`src/hw/wishbone_pkg.sv`:
```
`default_nettype none

// shared wishbone bus widths and types
package wishbone_pkg;

  // byte address and data word widths
  localparam int WB_ADDR_W = 32;
  localparam int WB_DATA_W = 32;

  // one select bit per byte lane
  localparam int WB_LANE_W = 8;
  localparam int WB_SEL_W  = WB_DATA_W / WB_LANE_W;

  // byte address, full 32 bits on the bus
  typedef logic [WB_ADDR_W-1:0] wb_addr_t;

  // bus data word
  typedef logic [WB_DATA_W-1:0] wb_data_t;

  // lane select, bit n covers bits 8n+7 down to 8n
  typedef logic [WB_SEL_W-1:0] wb_sel_t;

  // all lanes on, used for whole-word reads
  localparam wb_sel_t WB_SEL_ALL = '1;

  // byte offset bits inside one word
  localparam int WB_OFFS_W = $clog2(WB_SEL_W);

endpackage

`default_nettype wire
```
`src/hw/wishbone_if.sv`:
```
`default_nettype none

// classic wishbone strobes, no tags, no stall/err/rty
interface wishbone_if
  import wishbone_pkg::*;
();

  // master side
  logic     cyc;
  logic     stb;
  logic     we;
  wb_addr_t adr;
  wb_sel_t  sel;
  wb_data_t dat_w;

  // slave side
  wb_data_t dat_r;
  logic     ack;

  modport master (
    output cyc, stb, we, adr, sel, dat_w,
    input  dat_r, ack
  );

  modport slave (
    input  cyc, stb, we, adr, sel, dat_w,
    output dat_r, ack
  );

endinterface

`default_nettype wire

```
`src/hw/fetch_unit.sv`:
```
`default_nettype none

// sequential instruction fetch, one word read per cycle
module fetch_unit
  import wishbone_pkg::*;
#(
  parameter wb_addr_t RESET_PC = '0
) (
  input  wire           clk,
  input  wire           rst_i,
  input  wire           fetch_en_i,
  input  wire           redirect_i,
  input  wire wb_addr_t redirect_pc_i,
  output logic          instr_valid_o,
  output wb_data_t      instr_o,
  output wb_addr_t      instr_pc_o,
  wishbone_if.master    bus
);

  wb_addr_t pc_q;
  // address and squash flag of the request in flight
  wb_addr_t flight_pc_q;
  logic     flight_squash_q;
  logic     issue;

  // slave never stalls so issue whenever enabled
  assign issue = fetch_en_i;

  assign bus.cyc   = issue;
  assign bus.stb   = issue;
  assign bus.we    = 1'b0;
  assign bus.adr   = pc_q;
  assign bus.sel   = WB_SEL_ALL;
  assign bus.dat_w = '0;

  // program counter
  always_ff @(posedge clk)
  begin
    if (rst_i)
      pc_q <= RESET_PC;
    else if (redirect_i)
      pc_q <= redirect_pc_i;
    else if (issue)
      pc_q <= pc_q + wb_addr_t'(WB_SEL_W);
  end

  // read issued alongside a redirect is stale, drop its response
  always_ff @(posedge clk)
  begin
    if (rst_i)
      flight_squash_q <= 1'b0;
    else if (issue)
      flight_squash_q <= redirect_i;
  end

  always_ff @(posedge clk)
  begin
    if (issue)
      flight_pc_q <= pc_q;
  end

  // pair each ack with its address
  assign instr_valid_o = bus.ack & ~flight_squash_q;
  assign instr_o       = bus.dat_r;
  assign instr_pc_o    = flight_pc_q;

  // RAM answers only requests this unit issued, one cycle late
  a_ack_follows_req: assert property (@(posedge clk) disable iff (rst_i)
    bus.ack |-> $past(issue))
    else $error("instruction ack without request");

endmodule

`default_nettype wire

```
`src/flat_wrapper.sv`:
```
// flat-port wrapper written by rule: the top's interface ports become plain ports
module fetch_unit_flat import wishbone_pkg::*;
#(
  parameter wb_addr_t RESET_PC = '0
)
  (clk, rst_i, fetch_en_i, redirect_i, redirect_pc_i, instr_valid_o, instr_o, instr_pc_o, bus_cyc, bus_stb, bus_we, bus_adr, bus_sel, bus_dat_w, bus_dat_r, bus_ack);
  wishbone_if bus_i ();
  input  wire clk;
  input  wire rst_i;
  input  wire fetch_en_i;
  input  wire redirect_i;
  input  wire wb_addr_t redirect_pc_i;
  output logic instr_valid_o;
  output wb_data_t instr_o;
  output wb_addr_t instr_pc_o;
  output wire logic [$bits(bus_i.cyc)-1:0] bus_cyc;
  output wire logic [$bits(bus_i.stb)-1:0] bus_stb;
  output wire logic [$bits(bus_i.we)-1:0] bus_we;
  output wire logic [$bits(bus_i.adr)-1:0] bus_adr;
  output wire logic [$bits(bus_i.sel)-1:0] bus_sel;
  output wire logic [$bits(bus_i.dat_w)-1:0] bus_dat_w;
  input wire logic [$bits(bus_i.dat_r)-1:0] bus_dat_r;
  input wire logic [$bits(bus_i.ack)-1:0] bus_ack;
  assign bus_cyc = bus_i.cyc;
  assign bus_stb = bus_i.stb;
  assign bus_we = bus_i.we;
  assign bus_adr = bus_i.adr;
  assign bus_sel = bus_i.sel;
  assign bus_dat_w = bus_i.dat_w;
  assign bus_i.dat_r = bus_dat_r;
  assign bus_i.ack = bus_ack;
  fetch_unit #(.RESET_PC(RESET_PC)) u_core (.clk(clk), .rst_i(rst_i), .fetch_en_i(fetch_en_i), .redirect_i(redirect_i), .redirect_pc_i(redirect_pc_i), .instr_valid_o(instr_valid_o), .instr_o(instr_o), .instr_pc_o(instr_pc_o), .bus(bus_i));
endmodule
```
`config.mk`:
```
export PLATFORM = sky130hd
export DESIGN_NAME = fetch_unit_flat
export DESIGN_NICKNAME = d
export VERILOG_FILES = /design/src/hw/wishbone_pkg.sv /design/src/hw/wishbone_if.sv /design/src/hw/fetch_unit.sv /design/src/flat_wrapper.sv
export SDC_FILE = /design/constraint.sdc
export NUM_CORES = 1
export LEC_CHECK = 0
export ABC_AREA = 1
export BUFFER_PORTS_ARGS = -buffer_cell sky130_fd_sc_hd__clkbuf_2
export CAP_MARGIN = 20
export CORE_UTILIZATION = 45
export CTS_CLUSTER_SIZE = 28
export DETAILED_ROUTE_END_ITERATION = 12
export GPL_TIMING_DRIVEN = 0
export HOLD_SLACK_MARGIN = 0.05
export PLACE_DENSITY = 0.81
export SKIP_LAST_GASP = 1
export SYNTH_ARGS = -nofsm -noshare
export SYNTH_HDL_FRONTEND = slang
export SYNTH_SLANG_ARGS = --single-unit
```
`constraint.sdc`:
```
create_clock -name clk -period 2 [get_ports clk]
set_clock_uncertainty 0.1 [all_clocks]
set_input_delay 0.5 -clock clk [delete_from_list [all_inputs] [get_ports clk]]
set_output_delay 0.5 -clock clk [all_outputs]
set_load 0.01 [all_outputs]
```
==> results_dict.tcl <==
set metrics [dict create \
    criticalPathCategory "in2reg" \
    post-route-period-util_pct 94.4 \
    drive_gt1_share_pct 39.8 \
    yosys.area_share.xor_xnor_pct 1.17 \
    r2r-end "u_core.bus.adr[16]" \
    vias 3483 \
    synthMuxAreaShare_pct 0 \
    antenna_cells 0 \
    grt_max_degree 36 \
    rsz0062_at_grt "false" \
    fin_nets 698 \
    cts_setup_buffers 0 \
    synthFlopType "dfxtp_1" \
    fillCellCount 705 \
    synth_top_cell_by_area "edfxtp_1" \
    port_buffers 134 \
    clock_latency_ps 350 \
    path_delay_family "buffers and inverters" \
    slowest_delay_ps 400 \
    yosysTopAreaCellShare_pct 25.7 \
    cap_violations 0 \
    ys_seq_area_share_pct 43.4 \
    wl_per_cell_um 13.4 \
    cp.depth 7 \
    synth_area_um2 3730 \
    final_common_cell "clkbuf_2" \
    die_x_um 93.1 \
    r2r_start "u_core.bus.adr[2]" \
    async_flop_share_pct 0 \
    synth_warnings 0 \
    cts_tree "yes" \
    slowest_stage "buf_4" \
    p_per_area_nw_per_um2 649 \
    drt_pre_antenna_iters 5 \
    crit_arrival_ps 2050 \
    cts_buffers 9 \
    wl_um 9830 \
    holdBufCountCts 0 \
    fmax_ghz 0.530 \
    ir_drop_mv 0.279 \
    cts.sink_count 65 \
    required_ps 2170 \
    drt_iter0_markers 160 \
    fp.dieH_um 93.1 \
    min_path_type "in2reg" \
    gp_congestion 0.853 \
    pin_count 205 \
    syn_avg_cell_area_um2 8.34 \
    synth_enable_flop_cells 32 \
    synth.top_cells.by_area "edfxtp_1 (26%), dfxtp_1 (18%), buf_4 (14%)" \
    status "finished clean" \
    synth_simple_gate_area_share_pct 24.7 \
    final_cell_mix "clkbuf_2 (134), nand2_1 (97), buf_4 (72), nor2_1 (41), conb_1 (37)" \
    worstRegToRegCells 9 \
    clk_pin_slew_ps 70 \
    min_from "rst_i" \
    setup_viol 0 \
    crit_buf_inv 4 \
    antenna_found_initial 0 \
    worst_slew_pin_slew_ps 647 \
    hold_violations 0 \
    postLayoutCellArea_um2 4850 \
    htreeDepth 3 \
    core-area_um2 7890 \
    crit_chain "buf_4 > clkbuf_2 > nand2_1 > inv_2 > clkbuf_8 > nand3_1 > a21oi_1" \
    ys_ff_latch 65 \
    postPlaceCellArea_um2 4660 \
    area_growth_pct 29.9 \
    end_kind "flop" \
    reg2reg_slack_ps 180 \
    grt_overflow 0 \
    whs_endpoint "u_core.bus.adr[6]" \
    cts_root_buf "clkbuf_8" \
    setup-tns-final_ps 0 \
    p_leak_nw 2.34 \
    grt_pass1_wl_um 15200 \
    ant_nets 0 \
    report.final.slew_viol_count 0 \
    max-slew-margin-rel_pct 56.9 \
    viasPerCell 4.74 \
    hold_depth 2 \
    grtUsageTotal_pct 22.8 \
    synthAdderAreaFrac_pct 0.335 \
    rows 32 \
    synth-compound-area-share_pct 10.1 \
    finalCriticalPeriod_ps 1890 \
    start_kind "input port" \
    ys_types 33 \
    clock_path_buffers 2 \
    worstPathMaxFanout 35 \
    drc 0 \
    die_area_um2 8670 \
    initial_utilization_pct 47.4 \
    grt_pass1_vias 3267 \
    syn_inst 448 \
    dpl.hpwl_um 7580 \
    finalCoreUtilization_pct 61.5 \
    synth_top_family_by_area "simple AND/OR/NAND/NOR gates" \
]
==> synth_stat cells, types with 5 or more instances <==
master / count
nor2_2: 6
nor2_4: 6
o21ai_0: 9
nor2_1: 41
a31oi_1: 5
buf_4: 71
inv_1: 30
nand3_1: 36
a21oi_1: 22
nand2_1: 97
edfxtp_1: 32
xor2_1: 5
a22oi_1: 19
dfxtp_1: 33
==> power breakdown <==
group / switching [W] / leakage [nW] / internal (W) / total [W]
registers: 0.0000820 / 0.600 / 0.00149 / 0.00157
logic: 0.000281 / 1.64 / 0.000256 / 0.000537
clock network: 0.000489 / 0.0983 / 0.000554 / 0.00104
==> kinds of logic (layout without fill, tap and decap cells) <==
group / count (synthesis) / in the layout
other: 2 / 37
flip-flops: 65 / 65
AO/OA/AOI/OAI: 61 / 61
AND/OR/NAND/NOR: 200 / 200
XOR/XNOR: 5 / 5
buffers and inverters: 114 / 264
adder cells (fa/ha/maj): 1 / 1
==> repair_timing <==
| action | in CTS | in global routing |
|---|---|---|
| pin swaps | 0 | 0 |
| resized for setup | 1 | 1 |
| endpoints found under the setup margin | 25 | 3 |
==> layer usage <==
layer | vias to the layer above | share of wire [%] | GRT usage, %
li1 | 1734 | - | -
met1 | 1559 | 38 | 25.1
met2 | 169 | 53 | 41.9
met3 | 21 | 6.5 | 5.20
met4 | 0 | 2.2 | 9.10
met5 | - | 0 | 0
==> worst max path at each step <==
stage                         end              start  slack (ps)
2_1_floorplan  u_core.bus.adr[18]  u_core.bus.adr[2]         410
3_3_place_gp   u_core.bus.adr[27]         fetch_en_i        -410
3_5_place_dp   u_core.bus.adr[23]         fetch_en_i        -530
4_1_cts        u_core.bus.adr[23]         fetch_en_i          70
5_1_grt        u_core.bus.adr[18]  u_core.bus.adr[2]          30
6_report       u_core.bus.adr[23]         fetch_en_i         110
==> area by class of cell <==
type / count / area, µm² / share of cell area, %
multi-input combinational: 304 / 1490 / 30.8
sequential: 65 / 1620 / 33.4
clock buffer: 13 / 170 / 3.51
inverter: 31 / 116 / 2.40
buffer: 83 / 634 / 13.1
clock inverter: 3 / 15.0 / 0.309
timing repair buffer: 134 / 673 / 13.9
tap: 102 / 128 / 2.63
==> registers in the layout (all words and copies together) (netlist names) <==
signal / cells
u_core.flight_squash_q: 1
u_core.bus.adr: 32
u_core.instr_pc_o: 32
==> stage by stage <==
| step | cells | worst slack [ps] | hold slack, ps | total power (W) |
|---|---|---|---|---|
| floorplan | 483 | 413 | 376 | 0.00191 |
| global placement | 719 | -411 | 343 | 0.00212 |
| detailed placement | 719 | -529 | 347 | 0.00213 |
| CTS | 735 | 71.1 | 243 | 0.00316 |
| global route | 735 | 27.6 | 243 | 0.00328 |
| finish | 735 | 111 | 252 | 0.00315 |
No activity file was read; power rests on OpenSTA's default activity.
