[src/hw/lsu_pkg.sv]
`default_nettype none

// load/store opcodes and size helpers
package lsu_pkg;

  // access size codes
  localparam logic [1:0] LSU_SIZE_B = 2'd0;
  localparam logic [1:0] LSU_SIZE_H = 2'd1;
  localparam logic [1:0] LSU_SIZE_W = 2'd2;

  // memory opcodes, loads first then stores
  typedef enum logic [2:0] {
    LB,
    LH,
    LW,
    LBU,
    LHU,
    SB,
    SH,
    SW
  } lsu_op_e;

  // access size of an opcode
  function automatic logic [1:0] lsu_size(lsu_op_e op);
    case (op)
      LB, LBU, SB: return LSU_SIZE_B;
      LH, LHU, SH: return LSU_SIZE_H;
      default:     return LSU_SIZE_W;
    endcase
  endfunction

  // store group
  function automatic logic lsu_is_store(lsu_op_e op);
    return op inside {SB, SH, SW};
  endfunction

  // sign-extending loads
  function automatic logic lsu_is_signed(lsu_op_e op);
    return op inside {LB, LH};
  endfunction

endpackage

`default_nettype wire

[src/hw/wishbone_pkg.sv]
`default_nettype none

// shared wishbone bus widths and types
package wishbone_pkg;

  // byte address and data word widths
  localparam int WB_ADDR_W = 32;
  localparam int WB_DATA_W = 32;

  // one select bit per byte lane
  localparam int WB_LANE_W = 8;
  localparam int WB_SEL_W  = WB_DATA_W / WB_LANE_W;

  // byte address, full 32 bits on the bus
  typedef logic [WB_ADDR_W-1:0] wb_addr_t;

  // bus data word
  typedef logic [WB_DATA_W-1:0] wb_data_t;

  // lane select, bit n covers bits 8n+7 down to 8n
  typedef logic [WB_SEL_W-1:0] wb_sel_t;

  // all lanes on, used for whole-word reads
  localparam wb_sel_t WB_SEL_ALL = '1;

  // byte offset bits inside one word
  localparam int WB_OFFS_W = $clog2(WB_SEL_W);

endpackage

`default_nettype wire
[src/hw/wishbone_if.sv]
`default_nettype none

// classic wishbone strobes, no tags, no stall/err/rty
interface wishbone_if
  import wishbone_pkg::*;
();

  // master side
  logic     cyc;
  logic     stb;
  logic     we;
  wb_addr_t adr;
  wb_sel_t  sel;
  wb_data_t dat_w;

  // slave side
  wb_data_t dat_r;
  logic     ack;

  modport master (
    output cyc, stb, we, adr, sel, dat_w,
    input  dat_r, ack
  );

  modport slave (
    input  cyc, stb, we, adr, sel, dat_w,
    output dat_r, ack
  );

endinterface

`default_nettype wire

[src/hw/load_store_unit.sv]
`default_nettype none

// byte/halfword/word loads and stores onto the data bus
module load_store_unit
  import wishbone_pkg::*, lsu_pkg::*;
(
  input  wire           clk,
  input  wire           rst_i,
  input  wire           req_i,
  input  wire lsu_op_e  lsu_op_i,
  input  wire wb_addr_t lsu_addr_i,
  input  wire wb_data_t lsu_wdata_i,
  output logic          busy_o,
  output logic          done_o,
  output logic          lsu_err_o,
  output wb_data_t      lsu_rdata_o,
  wishbone_if.master    bus
);

  typedef enum logic [1:0] {IDLE, BUS, RESP} lsu_state_e;

  lsu_state_e state_q;
  lsu_state_e state_d;

  // captured request
  lsu_op_e  op_q;
  wb_addr_t addr_q;
  wb_data_t wdata_q;

  logic [1:0]           size;
  logic [WB_OFFS_W-1:0] offs;
  logic                 misaligned;
  wb_sel_t              sel;
  wb_data_t             store_data;
  wb_data_t             shifted;

  assign size = lsu_size(op_q);
  assign offs = addr_q[WB_OFFS_W-1:0];

  // alignment, lanes and replicated store data
  always_comb
  begin
    case (size)
      LSU_SIZE_B:
      begin
        misaligned = 1'b0;
        sel        = wb_sel_t'(1) << offs;
        store_data = {4{wdata_q[7:0]}};
      end
      LSU_SIZE_H:
      begin
        misaligned = offs[0];
        sel        = wb_sel_t'(3) << {offs[1], 1'b0};
        store_data = {2{wdata_q[15:0]}};
      end
      default:
      begin
        misaligned = |offs;
        sel        = WB_SEL_ALL;
        store_data = wdata_q;
      end
    endcase
  end

  always_comb
  begin
    state_d = state_q;
    case (state_q)
      IDLE:    if (req_i) state_d = BUS;
      // misaligned requests skip the bus
      BUS:     state_d = misaligned ? IDLE : RESP;
      RESP:    if (bus.ack) state_d = IDLE;
      default: state_d = IDLE;
    endcase
  end

  always_ff @(posedge clk)
  begin
    if (rst_i)
      state_q <= IDLE;
    else
      state_q <= state_d;
  end

  always_ff @(posedge clk)
  begin
    if (state_q == IDLE && req_i)
    begin
      op_q    <= lsu_op_i;
      addr_q  <= lsu_addr_i;
      wdata_q <= lsu_wdata_i;
    end
  end

  assign bus.cyc   = (state_q == BUS) && !misaligned;
  assign bus.stb   = bus.cyc;
  assign bus.we    = lsu_is_store(op_q);
  assign bus.adr   = addr_q;
  assign bus.sel   = sel;
  assign bus.dat_w = store_data;

  // addressed lanes down to bit 0, then extend
  assign shifted = bus.dat_r >> {offs, 3'b000};

  always_comb
  begin
    case (size)
      LSU_SIZE_B:
        lsu_rdata_o = lsu_is_signed(op_q) ? {{24{shifted[7]}}, shifted[7:0]}
                                          : {24'b0, shifted[7:0]};
      LSU_SIZE_H:
        lsu_rdata_o = lsu_is_signed(op_q) ? {{16{shifted[15]}}, shifted[15:0]}
                                          : {16'b0, shifted[15:0]};
      default:
        lsu_rdata_o = shifted;
    endcase
  end

  assign busy_o    = state_q != IDLE;
  assign lsu_err_o = (state_q == BUS) && misaligned;
  assign done_o    = lsu_err_o || (state_q == RESP && bus.ack);

  // core side must hold off while a request is open
  a_no_req_when_busy: assert property (@(posedge clk) disable iff (rst_i)
    busy_o |-> !req_i)
    else $error("load/store request while busy");

endmodule

`default_nettype wire

[src/flat_wrapper.sv]
// flat-port wrapper written by rule: the top's interface ports become plain ports
module load_store_unit_flat import wishbone_pkg::*, lsu_pkg::*;
  (clk, rst_i, req_i, lsu_op_i, lsu_addr_i, lsu_wdata_i, busy_o, done_o, lsu_err_o, lsu_rdata_o, bus_cyc, bus_stb, bus_we, bus_adr, bus_sel, bus_dat_w, bus_dat_r, bus_ack);
  wishbone_if bus_i ();
  input  wire clk;
  input  wire rst_i;
  input  wire req_i;
  input  wire lsu_op_e lsu_op_i;
  input  wire wb_addr_t lsu_addr_i;
  input  wire wb_data_t lsu_wdata_i;
  output logic busy_o;
  output logic done_o;
  output logic lsu_err_o;
  output wb_data_t lsu_rdata_o;
  output wire logic [$bits(bus_i.cyc)-1:0] bus_cyc;
  output wire logic [$bits(bus_i.stb)-1:0] bus_stb;
  output wire logic [$bits(bus_i.we)-1:0] bus_we;
  output wire logic [$bits(bus_i.adr)-1:0] bus_adr;
  output wire logic [$bits(bus_i.sel)-1:0] bus_sel;
  output wire logic [$bits(bus_i.dat_w)-1:0] bus_dat_w;
  input wire logic [$bits(bus_i.dat_r)-1:0] bus_dat_r;
  input wire logic [$bits(bus_i.ack)-1:0] bus_ack;
  assign bus_cyc = bus_i.cyc;
  assign bus_stb = bus_i.stb;
  assign bus_we = bus_i.we;
  assign bus_adr = bus_i.adr;
  assign bus_sel = bus_i.sel;
  assign bus_dat_w = bus_i.dat_w;
  assign bus_i.dat_r = bus_dat_r;
  assign bus_i.ack = bus_ack;
  load_store_unit u_core (.clk(clk), .rst_i(rst_i), .req_i(req_i), .lsu_op_i(lsu_op_i), .lsu_addr_i(lsu_addr_i), .lsu_wdata_i(lsu_wdata_i), .busy_o(busy_o), .done_o(done_o), .lsu_err_o(lsu_err_o), .lsu_rdata_o(lsu_rdata_o), .bus(bus_i));
endmodule
[config.mk]
export PLATFORM = sky130hd
export DESIGN_NAME = load_store_unit_flat
export DESIGN_NICKNAME = d
export VERILOG_FILES = /design/src/hw/lsu_pkg.sv /design/src/hw/wishbone_pkg.sv /design/src/hw/wishbone_if.sv /design/src/hw/load_store_unit.sv /design/src/flat_wrapper.sv
export SDC_FILE = /design/constraint.sdc
export NUM_CORES = 1
export LEC_CHECK = 0
export ABC_AREA = 0
export BUFFER_PORTS_ARGS = -buffer_cell sky130_fd_sc_hd__buf_2
export CORE_MARGIN = 1
export CORE_UTILIZATION = 40
export DETAILED_ROUTE_END_ITERATION = 7
export GPL_ROUTABILITY_DRIVEN = 0
export MAX_ROUTING_LAYER = met4
export PLACE_DENSITY = 0.74
export SYNTH_ARGS = -nofsm -noshare
export SYNTH_HDL_FRONTEND = slang
export SYNTH_SLANG_ARGS = --single-unit
[constraint.sdc]
create_clock -name clk -period 4.1 [get_ports clk]
set_input_delay 0.615 -clock clk [delete_from_list [all_inputs] [get_ports clk]]
set_output_delay 0.615 -clock clk [all_outputs]
set_load 0.02 [all_outputs]
==> flow_metrics.env, run 1 <==
export IMPL_cts_buffer_depth=2
export IMPL_synth_most_common_cell="edfxtp_1"
export IMPL_clk_pin_slew_worst_paths_ns=0.08
export IMPL_critPathArrivalTime_ns=2.67
export IMPL_synthesis_nets=377
export IMPL_core_area_sq_mm=0.00885
export IMPL_final_cell_area_sq_mm=0.00490
export IMPL_chipWidth_um=98.4
export IMPL_drv_slew=0
export IMPL_endpoint_kind="primary output"
export IMPL_synth_cells=274
export IMPL_grt_first_pass_wirelength_um=15100
export IMPL_rows=34
export IMPL_netlist_area_leader_share_pct=54.1
export IMPL_synth_cell_type_count=46
export IMPL_synthTopCellsByCount="edfxtp_1, mux2_2, mux2i_1, o22ai_1, nor2_1"
export IMPL_area_growth_pct=32.0
export IMPL_hold_buffers=0
export IMPL_path_delay_family="simple AND/OR/NAND/NOR gates"
export IMPL_violations="design-rule violations"
export IMPL_ir_drop_v=0.000308
export IMPL_ys_ff_latch=69
export IMPL_slowest_delay_ns=0.93
export IMPL_cts_tree="yes"
export IMPL_totalNegativeSetupSlack_ns=0
export IMPL_antenna_found_initial=1
export IMPL_p_per_area_mw_per_mm2=397
export IMPL_insertion_delay_ns=0.34
export IMPL_status="complete, but fails checks"
export IMPL_synth_edff_count=67
export IMPL_port_buffers=208
export IMPL_crit_type="reg2out"
export IMPL_post_route_min_period_ns=3.29
export IMPL_drive_gt1_share_pct=56.8
export IMPL_drc_errors=17
export IMPL_dieArea_sq_mm=0.00968
export IMPL_routedWlPerCell_um=17.2
export IMPL_yosysTopAreaCell="edfxtp_1"
export IMPL_path_cells="and2_1 > nor2b_1 > a221o_1 > buf_2"
export IMPL_slew_headroom_pct=38.2
export IMPL_critPathLaunchType="register"
export IMPL_start_util_pct=42.0
export IMPL_final_net_count=569
export IMPL_total_leakage_power_nw=2.14
export IMPL_holdCritPathClass="in2reg"
export IMPL_slowest_stage="edfxtp_1"
export IMPL_cts_max_level=3
export IMPL_gr_usage_all_layers_pct=21.3
export IMPL_cts_root_buf="clkbuf_8"
export IMPL_dp_hpwl_um=7500
export IMPL_die_h_um=98.4
export IMPL_max_cap_violations=0
export IMPL_viasPerCell=5.31
export IMPL_synth_top_flop_cell="edfxtp_1"
export IMPL_cts_resized=0
export IMPL_post_cts_repair_setup_buffers=0
export IMPL_async_reset_ff_share_pct=0
export IMPL_worst_slew_pin_slew_ns=0.925
export IMPL_grt_remaining_overflow=0
export IMPL_synth_area_leaders="edfxtp_1, mux2_2, mux2i_1, o22ai_1, buf_4"
export IMPL_first_pass_iters=6
export IMPL_timing_fmax_ghz=0.304
export IMPL_drtIter0Drc=148
export IMPL_wl_um=9940
export IMPL_hold_viol=0
export IMPL_synth_seq_area_share_pct=55.2
export IMPL_min_period_over_period_pct=80.2
export IMPL_synth_area_sq_mm=0.00372
export IMPL_antenna_left=0
export IMPL_grt_pass1_vias=3052
export IMPL_synth_warnings=0
export IMPL_rsz0062_at_grt="no"
export IMPL_placed_area_sq_mm=0.00471
export IMPL_required_ns=3.48
export IMPL_setup_viol=0
export IMPL_via_count=3074
export IMPL_fin_skew_ns=0.00712
export IMPL_synth_area_per_cell_sq_um=13.6
export IMPL_num_io_pins=209
export IMPL_critPathBufInv=1
export IMPL_clock_sinks=69
export IMPL_grt_max_degree=40
export IMPL_numCtsBuffers=9
export IMPL_crit_fanout=16
routing by layer:
layer	track usage, %	part of all wire [%]	up-vias
met5	-	0	-
met4	7.00	1.9	0
met3	5.94	9.0	14
met2	38.1	52	170
met1	22.5	37	1430
li1	-	-	1460
final cells by class:
cell class,count,area (sq um)
inverters,3,11.3
multi-input cells,172,1440
repair buffers,211,1080
fillers,730,3950
flip-flops and latches,69,2050
well taps,108,135
diodes,1,2.50
clock buffers,9,124
clock inverters,6,63.8
worst paths after layout:
kind	slack [ns]	endpoint	startpoint	cells after the start
worst max-delay path	0.81	bus_dat_w[25]	u_core.op_q[0]$_DFFE_PP_	4
worst max register to register	2.07	u_core.op_q[2]$_DFFE_PP_	u_core.state_q[1]$_SDFFE_PP0P_	3
worst min register to register	0.59	u_core.state_q[1]$_SDFFE_PP0P_	u_core.state_q[0]$_SDFFE_PP0P_	2
worst min-delay path	0.45	u_core.wdata_q[26]$_DFFE_PP_	lsu_wdata_i[26]	1
where the power goes:
group          switching, mW  internal (mW)
Combinational          0.330          0.211
Sequential            0.0411          0.837
Clock                  0.252          0.277
Total                  0.623           1.32
layout by cell type (no fill, tap or decap), types with 2 or more instances in the layout:
master      Yosys  layout
o221ai_1        4       4
clkbuf_8        0       9
clkinvlp_4      0       2
edfxtp_1       67      67
nand4_1         8       8
nand2b_1        3       3
inv_1           3       3
buf_2           6     208
nor2_1         14      13
a211oi_1        7       7
mux2i_4         2       2
clkinv_2        0       2
mux2i_1        17      17
a221o_1         8       8
a22oi_1         7       7
xor2_4          2       2
or2_2           3       3
o21ai_1         2       2
o21ai_0         9       9
buf_4          12       2
dfxtp_1         2       2
o22ai_1        16      16
mux2_2         22      22
a21oi_1        13      13
nor2b_1        13      13
mux2_4          3       3
registers in the layout (all words and copies together), names as in the netlist:
register,flops
u_core.wdata_q,32
u_core.bus.adr,32
u_core.op_q,3
u_core.state_q,2
worst register-to-register path, delay by kind of cell (launching register included):
kind                   cells  cell delay (ns)
and+or+nand+nor            2             1.05
DFF                        1             0.33
buffers and inverters      1             0.32
cell families after synthesis:
logic type	Yosys count	share of synthesized area, %
multiplexers	45	14.0
flip-flops	69	55.2
XOR/XNOR	3	2.22
AO/OA/AOI/OAI	73	14.2
buffers and inverters	33	6.26
AND/OR/NAND/NOR	51	8.01
through the flow:
stage | power (mW) | worst slack (ns) | instances | hold WS, ns | util (%)
after floorplan | 1.26 | 0.113 | 274 | 0.534 | -
after global placement | 1.43 | 1.22 | 563 | 0.569 | 53.3
after detailed placement | 1.43 | 1.17 | 563 | 0.576 | 53.3
after CTS | 1.96 | 0.787 | 578 | 0.431 | 55.4
after global routing | 2.03 | 0.649 | 579 | 0.422 | 55.4
final | 1.95 | 0.812 | 579 | 0.445 | 55.4
(Power assumes the default switching activity.)
==> run 2: changes to the inputs <==
==> constraint.sdc (replaced) <==
create_clock -name clk -period 2.95 [get_ports clk]
set_input_delay 0.4425 -clock clk [delete_from_list [all_inputs] [get_ports clk]]
set_output_delay 0.4425 -clock clk [all_outputs]
set_load 0.02 [all_outputs]
==> run 2 against run 1 <==
The flow still finishes with violations (design-rule violations). Wire length shrank 2.3%. First-iteration DRC count down 20%. Clock power increased by 42%. Sequential share of layout area shrank 0.53 points. Core utilization rose by 0.71 points. Non-clock buffer count increased by 5. Hold slack worse by 0.17 ns. Power up 40%. Final cell count is 1.2% higher. Global-route usage decreased by 1.2 points. Sequential power rose by 38%. Register-to-register slack lost 0.88 ns. Critical path type unchanged. Largest cell class unchanged.
==> flow_metrics.env, run 2 (synthesized netlist as in run 1, its figures left out) <==
export IMPL_ff2ff_setup_slack_ns=1.19
export IMPL_gr_usage_all_layers_pct=20.1
export IMPL_post_route_min_period_ns=2.75
export IMPL_first_pass_iters=8
export IMPL_cts_max_level=3
export IMPL_wl_um=9710
export IMPL_grt_pass1_vias=3032
export IMPL_rows=34
export IMPL_drc_errors=16
export IMPL_final_common_cell="buf_2"
export IMPL_total_leakage_power_nw=2.17
export IMPL_dieArea_sq_mm=0.00968
export IMPL_layout_common_cells="buf_2, edfxtp_1, mux2_2"
export IMPL_start_util_pct=42.0
export IMPL_cts_root_buf="clkbuf_8"
export IMPL_chipWidth_um=98.4
export IMPL_status="complete, but fails checks"
export IMPL_p_per_area_mw_per_mm2=550
export IMPL_via_count=3068
export IMPL_worst_r2r_endpoint="u_core.state_q[1]$_SDFFE_PP0P_"
export IMPL_numCtsBuffers=9
export IMPL_max_cap_violations=0
export IMPL_port_buffers=208
export IMPL_slew_headroom_pct=55.5
export IMPL_fillers=761
export IMPL_antenna_left=0
export IMPL_drive_gt1_share_pct=57.6
export IMPL_reg2regPathDepth=4
export IMPL_endpoint_kind="primary output"
export IMPL_timing_fmax_ghz=0.363
export IMPL_drv_slew=0
export IMPL_die_h_um=98.4
export IMPL_hold_slack_ns=0.274
export IMPL_crit_path_start="u_core.op_q[0]$_DFFE_PP_"
export IMPL_cts_resized=0
export IMPL_drtIter0Drc=119
export IMPL_final_net_count=574
export IMPL_worst_slew_pin_slew_ns=0.667
export IMPL_final_util_pct=56.1
export IMPL_grt_remaining_overflow=0
export IMPL_slowest_delay_ns=0.65
export IMPL_critPathArrivalTime_ns=2.31
export IMPL_required_ns=2.51
export IMPL_timing_rr_start="u_core.op_q[0]$_DFFE_PP_"
export IMPL_clock_sinks=69
export IMPL_area_growth_pct=33.6
export IMPL_cts_buffer_depth=2
export IMPL_rsz0062_at_grt="no"
export IMPL_holdCritPathClass="in2reg"
export IMPL_viasPerCell=5.24
export IMPL_hold_buffers=0
export IMPL_routedWlPerCell_um=16.6
export IMPL_ir_drop_v=0.000514
export IMPL_crit_type="reg2out"
export IMPL_insertion_delay_ns=0.33
export IMPL_path_cells="buf_4 > or2_1 > o221ai_4 > o21ai_0 > buf_2"
export IMPL_critPathLaunchType="register"
export IMPL_worst_path_stages=5
export IMPL_setup_viol=0
export IMPL_hold_viol=0
export IMPL_violations="design-rule violations"
export IMPL_crit_fanout=16
export IMPL_cts_tree="yes"
export IMPL_min_period_over_period_pct=93.3
export IMPL_path_delay_family="flip-flops"
export IMPL_core_area_sq_mm=0.00885
export IMPL_totalNegativeSetupSlack_ns=0
export IMPL_grt_max_degree=66
export IMPL_fin_skew_ns=0.00450
export IMPL_num_io_pins=209
export IMPL_crit_end="lsu_rdata_o[25]"
export IMPL_clk_pin_slew_worst_paths_ns=0.08
export IMPL_post_cts_repair_setup_buffers=0
export IMPL_dp_hpwl_um=7470
export IMPL_grt_first_pass_wirelength_um=14300
export IMPL_antenna_found_initial=2
export IMPL_slowest_stage="edfxtp_1"
export IMPL_critPathBufInv=2
[run 2: cell count changes in the layout (fill, tap and decap cells not counted)]
cell / previous run / this run
buf_4: 2 / 7
diode_2: 1 / 2
inv_6: 1 / 2
nor2b_1: 13 / 12
nor2b_2: 0 / 1
o221ai_2: 1 / 0
o221ai_4: 0 / 1
[run 2: power breakdown]
| group | switching, mW | internal [mW] | leakage [nW] | total [mW] |
|---|---|---|---|---|
| clock | 0.360 | 0.393 | 0.0960 | 0.753 |
| combinational | 0.471 | 0.301 | 1.41 | 0.772 |
| sequential | 0.0442 | 1.16 | 0.659 | 1.21 |
| total | 0.876 | 1.86 | 2.17 | 2.73 |
[run 2: area by class of cell]
cell class | instances | area, sq um | area share [%]
well taps | 108 | 135 | 2.72
inverters | 3 | 11.3 | 0.227
flip-flops and latches | 69 | 2050 | 41.3
multi-input cells | 172 | 1450 | 29.3
repair buffers | 216 | 1110 | 22.4
clock inverters | 7 | 72.6 | 1.46
clock buffers | 9 | 124 | 2.49
diodes | 2 | 5.00 | 0.101
[run 2: metal layers]
layer / vias up / global-route usage [%] / wire [um] / part of all wire (%)
met2: 169 / 36.6 / 5030 / 52
li1: 1469 / - / - / -
met5: - / - / 0 / 0
met1: 1409 / 20.0 / 3640 / 38
met3: 21 / 4.65 / 800 / 8.2
met4: 0 / 10.2 / 242 / 2.5
[run 2: metrics by stage]
stage          cells  power [mW]  instance area [sq um]  setup WS (ns)
6_report         586        2.73                   4970          0.199
5_1_grt          586        2.84                   4970         0.0548
4_1_cts          584        2.75                   4950         0.0153
3_5_place_dp     568        2.00                   4750          0.378
3_3_place_gp     568        1.99                   4750          0.450
2_1_floorplan    274        1.74                   3720         0.0911
[run 2: worst min-delay path by stage]
stage	cells after the start	from	end	slack, ns
floorplan	1	rst_i	u_core.state_q[0]$_SDFFE_PP0P_	0.52
global placement	2	u_core.state_q[0]$_SDFFE_PP0P_	u_core.state_q[1]$_SDFFE_PP0P_	0.55
detailed placement	2	u_core.state_q[0]$_SDFFE_PP0P_	u_core.state_q[1]$_SDFFE_PP0P_	0.57
CTS	1	lsu_addr_i[23]	u_core.bus.adr[23]$_DFFE_PP_	0.26
global route	1	lsu_addr_i[23]	u_core.bus.adr[23]$_DFFE_PP_	0.25
finish	1	lsu_wdata_i[0]	u_core.wdata_q[0]$_DFFE_PP_	0.27
==> run 3: changes to the inputs <==
--- a/config.mk
+++ b/config.mk
@@ -13,6 +13,7 @@
 export GPL_ROUTABILITY_DRIVEN = 0
 export MAX_ROUTING_LAYER = met4
 export PLACE_DENSITY = 0.74
+export RECOVER_POWER = 50
 export SYNTH_ARGS = -nofsm -noshare
 export SYNTH_HDL_FRONTEND = slang
 export SYNTH_SLANG_ARGS = --single-unit
==> run 3 against run 2 <==
The run ends with design-rule violations, max-capacitance violations, max-slew violations left. Hold slack hardly changed. Non-clock buffer count did not move. Via count down 0.26%. Sequential cell count unchanged. Worst setup slack better by 0.0031 ns. Fmax increased by 0.11%. First-iteration DRC count is 13% higher. Power is 0.35% lower. Critical path type unchanged.
==> flow_metrics.env, run 3 (synthesized netlist as in run 1, its figures left out) <==
export IMPL_ir_drop_v=0.000503
export IMPL_cts_buffer_depth=2
export IMPL_path_cells="buf_4 > or2_1 > o221ai_4 > o21ai_0 > buf_2"
export IMPL_endpoint_kind="primary output"
export IMPL_totalPowerFinal_mw=2.72
export IMPL_crit_type="reg2out"
export IMPL_drive_gt1_share_pct=49.4
export IMPL_critPathArrivalTime_ns=2.31
export IMPL_placed_area_sq_mm=0.00475
export IMPL_final_util_pct=55.3
export IMPL_drc_errors=16
export IMPL_die_h_um=98.4
export IMPL_grt_max_degree=66
export IMPL_gr_usage_all_layers_pct=20.1
export IMPL_min_period_over_period_pct=93.2
export IMPL_cts_tree="yes"
export IMPL_grt_remaining_overflow=0
export IMPL_core_area_sq_mm=0.00885
export IMPL_rows=34
export IMPL_antenna_left=0
export IMPL_first_pass_iters=8
export IMPL_fin_skew_ns=0.00514
export IMPL_multiInputGateArea_sq_mm=0.00145
export IMPL_drv_slew=66
export IMPL_drtIter0Drc=135
export IMPL_violations="design-rule violations, max-capacitance violations, max-slew violations"
export IMPL_clk_pin_slew_worst_paths_ns=0.08
export IMPL_required_ns=2.51
export IMPL_grt_pass1_vias=3032
export IMPL_p_per_area_mw_per_mm2=556
export IMPL_post_route_min_period_ns=2.75
export IMPL_max_cap_violations=1
export IMPL_rsz0062_at_grt="no"
export IMPL_antenna_found_initial=2
export IMPL_hold_viol=0
export IMPL_clock_sinks=69
export IMPL_routedWlPerCell_um=16.5
export IMPL_viasPerCell=5.22
export IMPL_final_common_cell="buf_2"
export IMPL_setup_viol=0
export IMPL_slowest_stage="edfxtp_1"
export IMPL_wl_um=9650
export IMPL_area_growth_pct=31.8
export IMPL_layout_common_cells="buf_2, edfxtp_1, clkbuf_1"
export IMPL_insertion_delay_ns=0.33
export IMPL_dieArea_sq_mm=0.00968
export IMPL_chipWidth_um=98.4
export IMPL_total_leakage_power_nw=2.06
export IMPL_dp_hpwl_um=7470
export IMPL_start_util_pct=42.0
export IMPL_final_cell_area_sq_mm=0.00490
export IMPL_slowest_delay_ns=0.65
export IMPL_final_net_count=574
export IMPL_crit_fanout=16
export IMPL_holdCritPathClass="in2reg"
export IMPL_cts_max_level=3
export IMPL_num_io_pins=209
export IMPL_placed_cells=568
export IMPL_status="complete, but fails checks"
export IMPL_fillers=785
export IMPL_cts_root_buf="clkbuf_8"
export IMPL_totalNegativeSetupSlack_ns=0
export IMPL_numCtsBuffers=9
export IMPL_final_cell_count_no_fill=586
export IMPL_slew_headroom_pct=-3.92
export IMPL_timing_fmax_ghz=0.364
export IMPL_worst_slew_pin_slew_ns=1.56
export IMPL_critPathLaunchType="register"
export IMPL_grt_first_pass_wirelength_um=14300
export IMPL_via_count=3060
export IMPL_port_buffers=208
export IMPL_register_area_sq_mm=0.00205
-- run 3: final cells by class --
cell class                      count  area share, %
Timing Repair Buffer              216           21.5
Multi-Input combinational cell    172           29.5
Inverter                            3          0.230
Antenna cell                        2          0.102
Tap cell                          108           2.76
Clock inverter                      7           1.48
Clock buffer                        9           2.53
Sequential cell                    69           41.9
-- run 3: critical path: cells and delay by family, from the launching register on --
family	cells	cell delay, ns
DFF	1	0.65
buffers and inverters	2	0.46
and+or+nand+nor	1	0.26
AOI/OAI and AO/OA	2	0.60
-- run 3: layer usage --
metal / GRT usage (%) / vias up / wire (um)
met5: - / - / 0
met4: 10.2 / 0 / 235
li1: - / 1465 / -
met3: 4.65 / 19 / 794
met1: 20.0 / 1407 / 3620
met2: 36.6 / 169 / 5000
-- run 3: path summary, 6_finish.rpt --
check / startpoint / endpoint / slack (ns) / depth (start not counted)
worst min register to register: u_core.state_q[0]$_SDFFE_PP0P_ / u_core.state_q[0]$_SDFFE_PP0P_ / 0.58 / 2
worst min-delay path: lsu_wdata_i[0] / u_core.wdata_q[0]$_DFFE_PP_ / 0.27 / 1
worst max-delay path: u_core.op_q[0]$_DFFE_PP_ / lsu_rdata_o[25] / 0.20 / 5
worst max register to register: u_core.state_q[1]$_SDFFE_PP0P_ / u_core.wdata_q[30]$_DFFE_PP_ / 0.46 / 3
-- run 3: per-stage QoR --
stage | setup WS, ns | hold WS [ns]
2_1_floorplan | 0.0911 | 0.519
3_3_place_gp | 0.450 | 0.555
3_5_place_dp | 0.378 | 0.572
4_1_cts | 0.0153 | 0.260
5_1_grt | 0.0548 | 0.254
6_report | 0.202 | 0.274
-- run 3: what timing repair did --
| item | CTS | global route |
|---|---|---|
| hold buffers | 0 | 0 |
| setup endpoints to repair | 0 | 21 |
| resized for setup | 0 | 2 |
| setup buffers | 0 | 0 |
-- run 3: where the power goes --
group          leakage, nW  internal, mW  switching (mW)  total (mW)
Combinational         1.30         0.285           0.468       0.753
Sequential           0.659          1.17          0.0450        1.21
Clock               0.0960         0.393           0.365       0.758
Total                 2.06          1.84           0.878        2.72
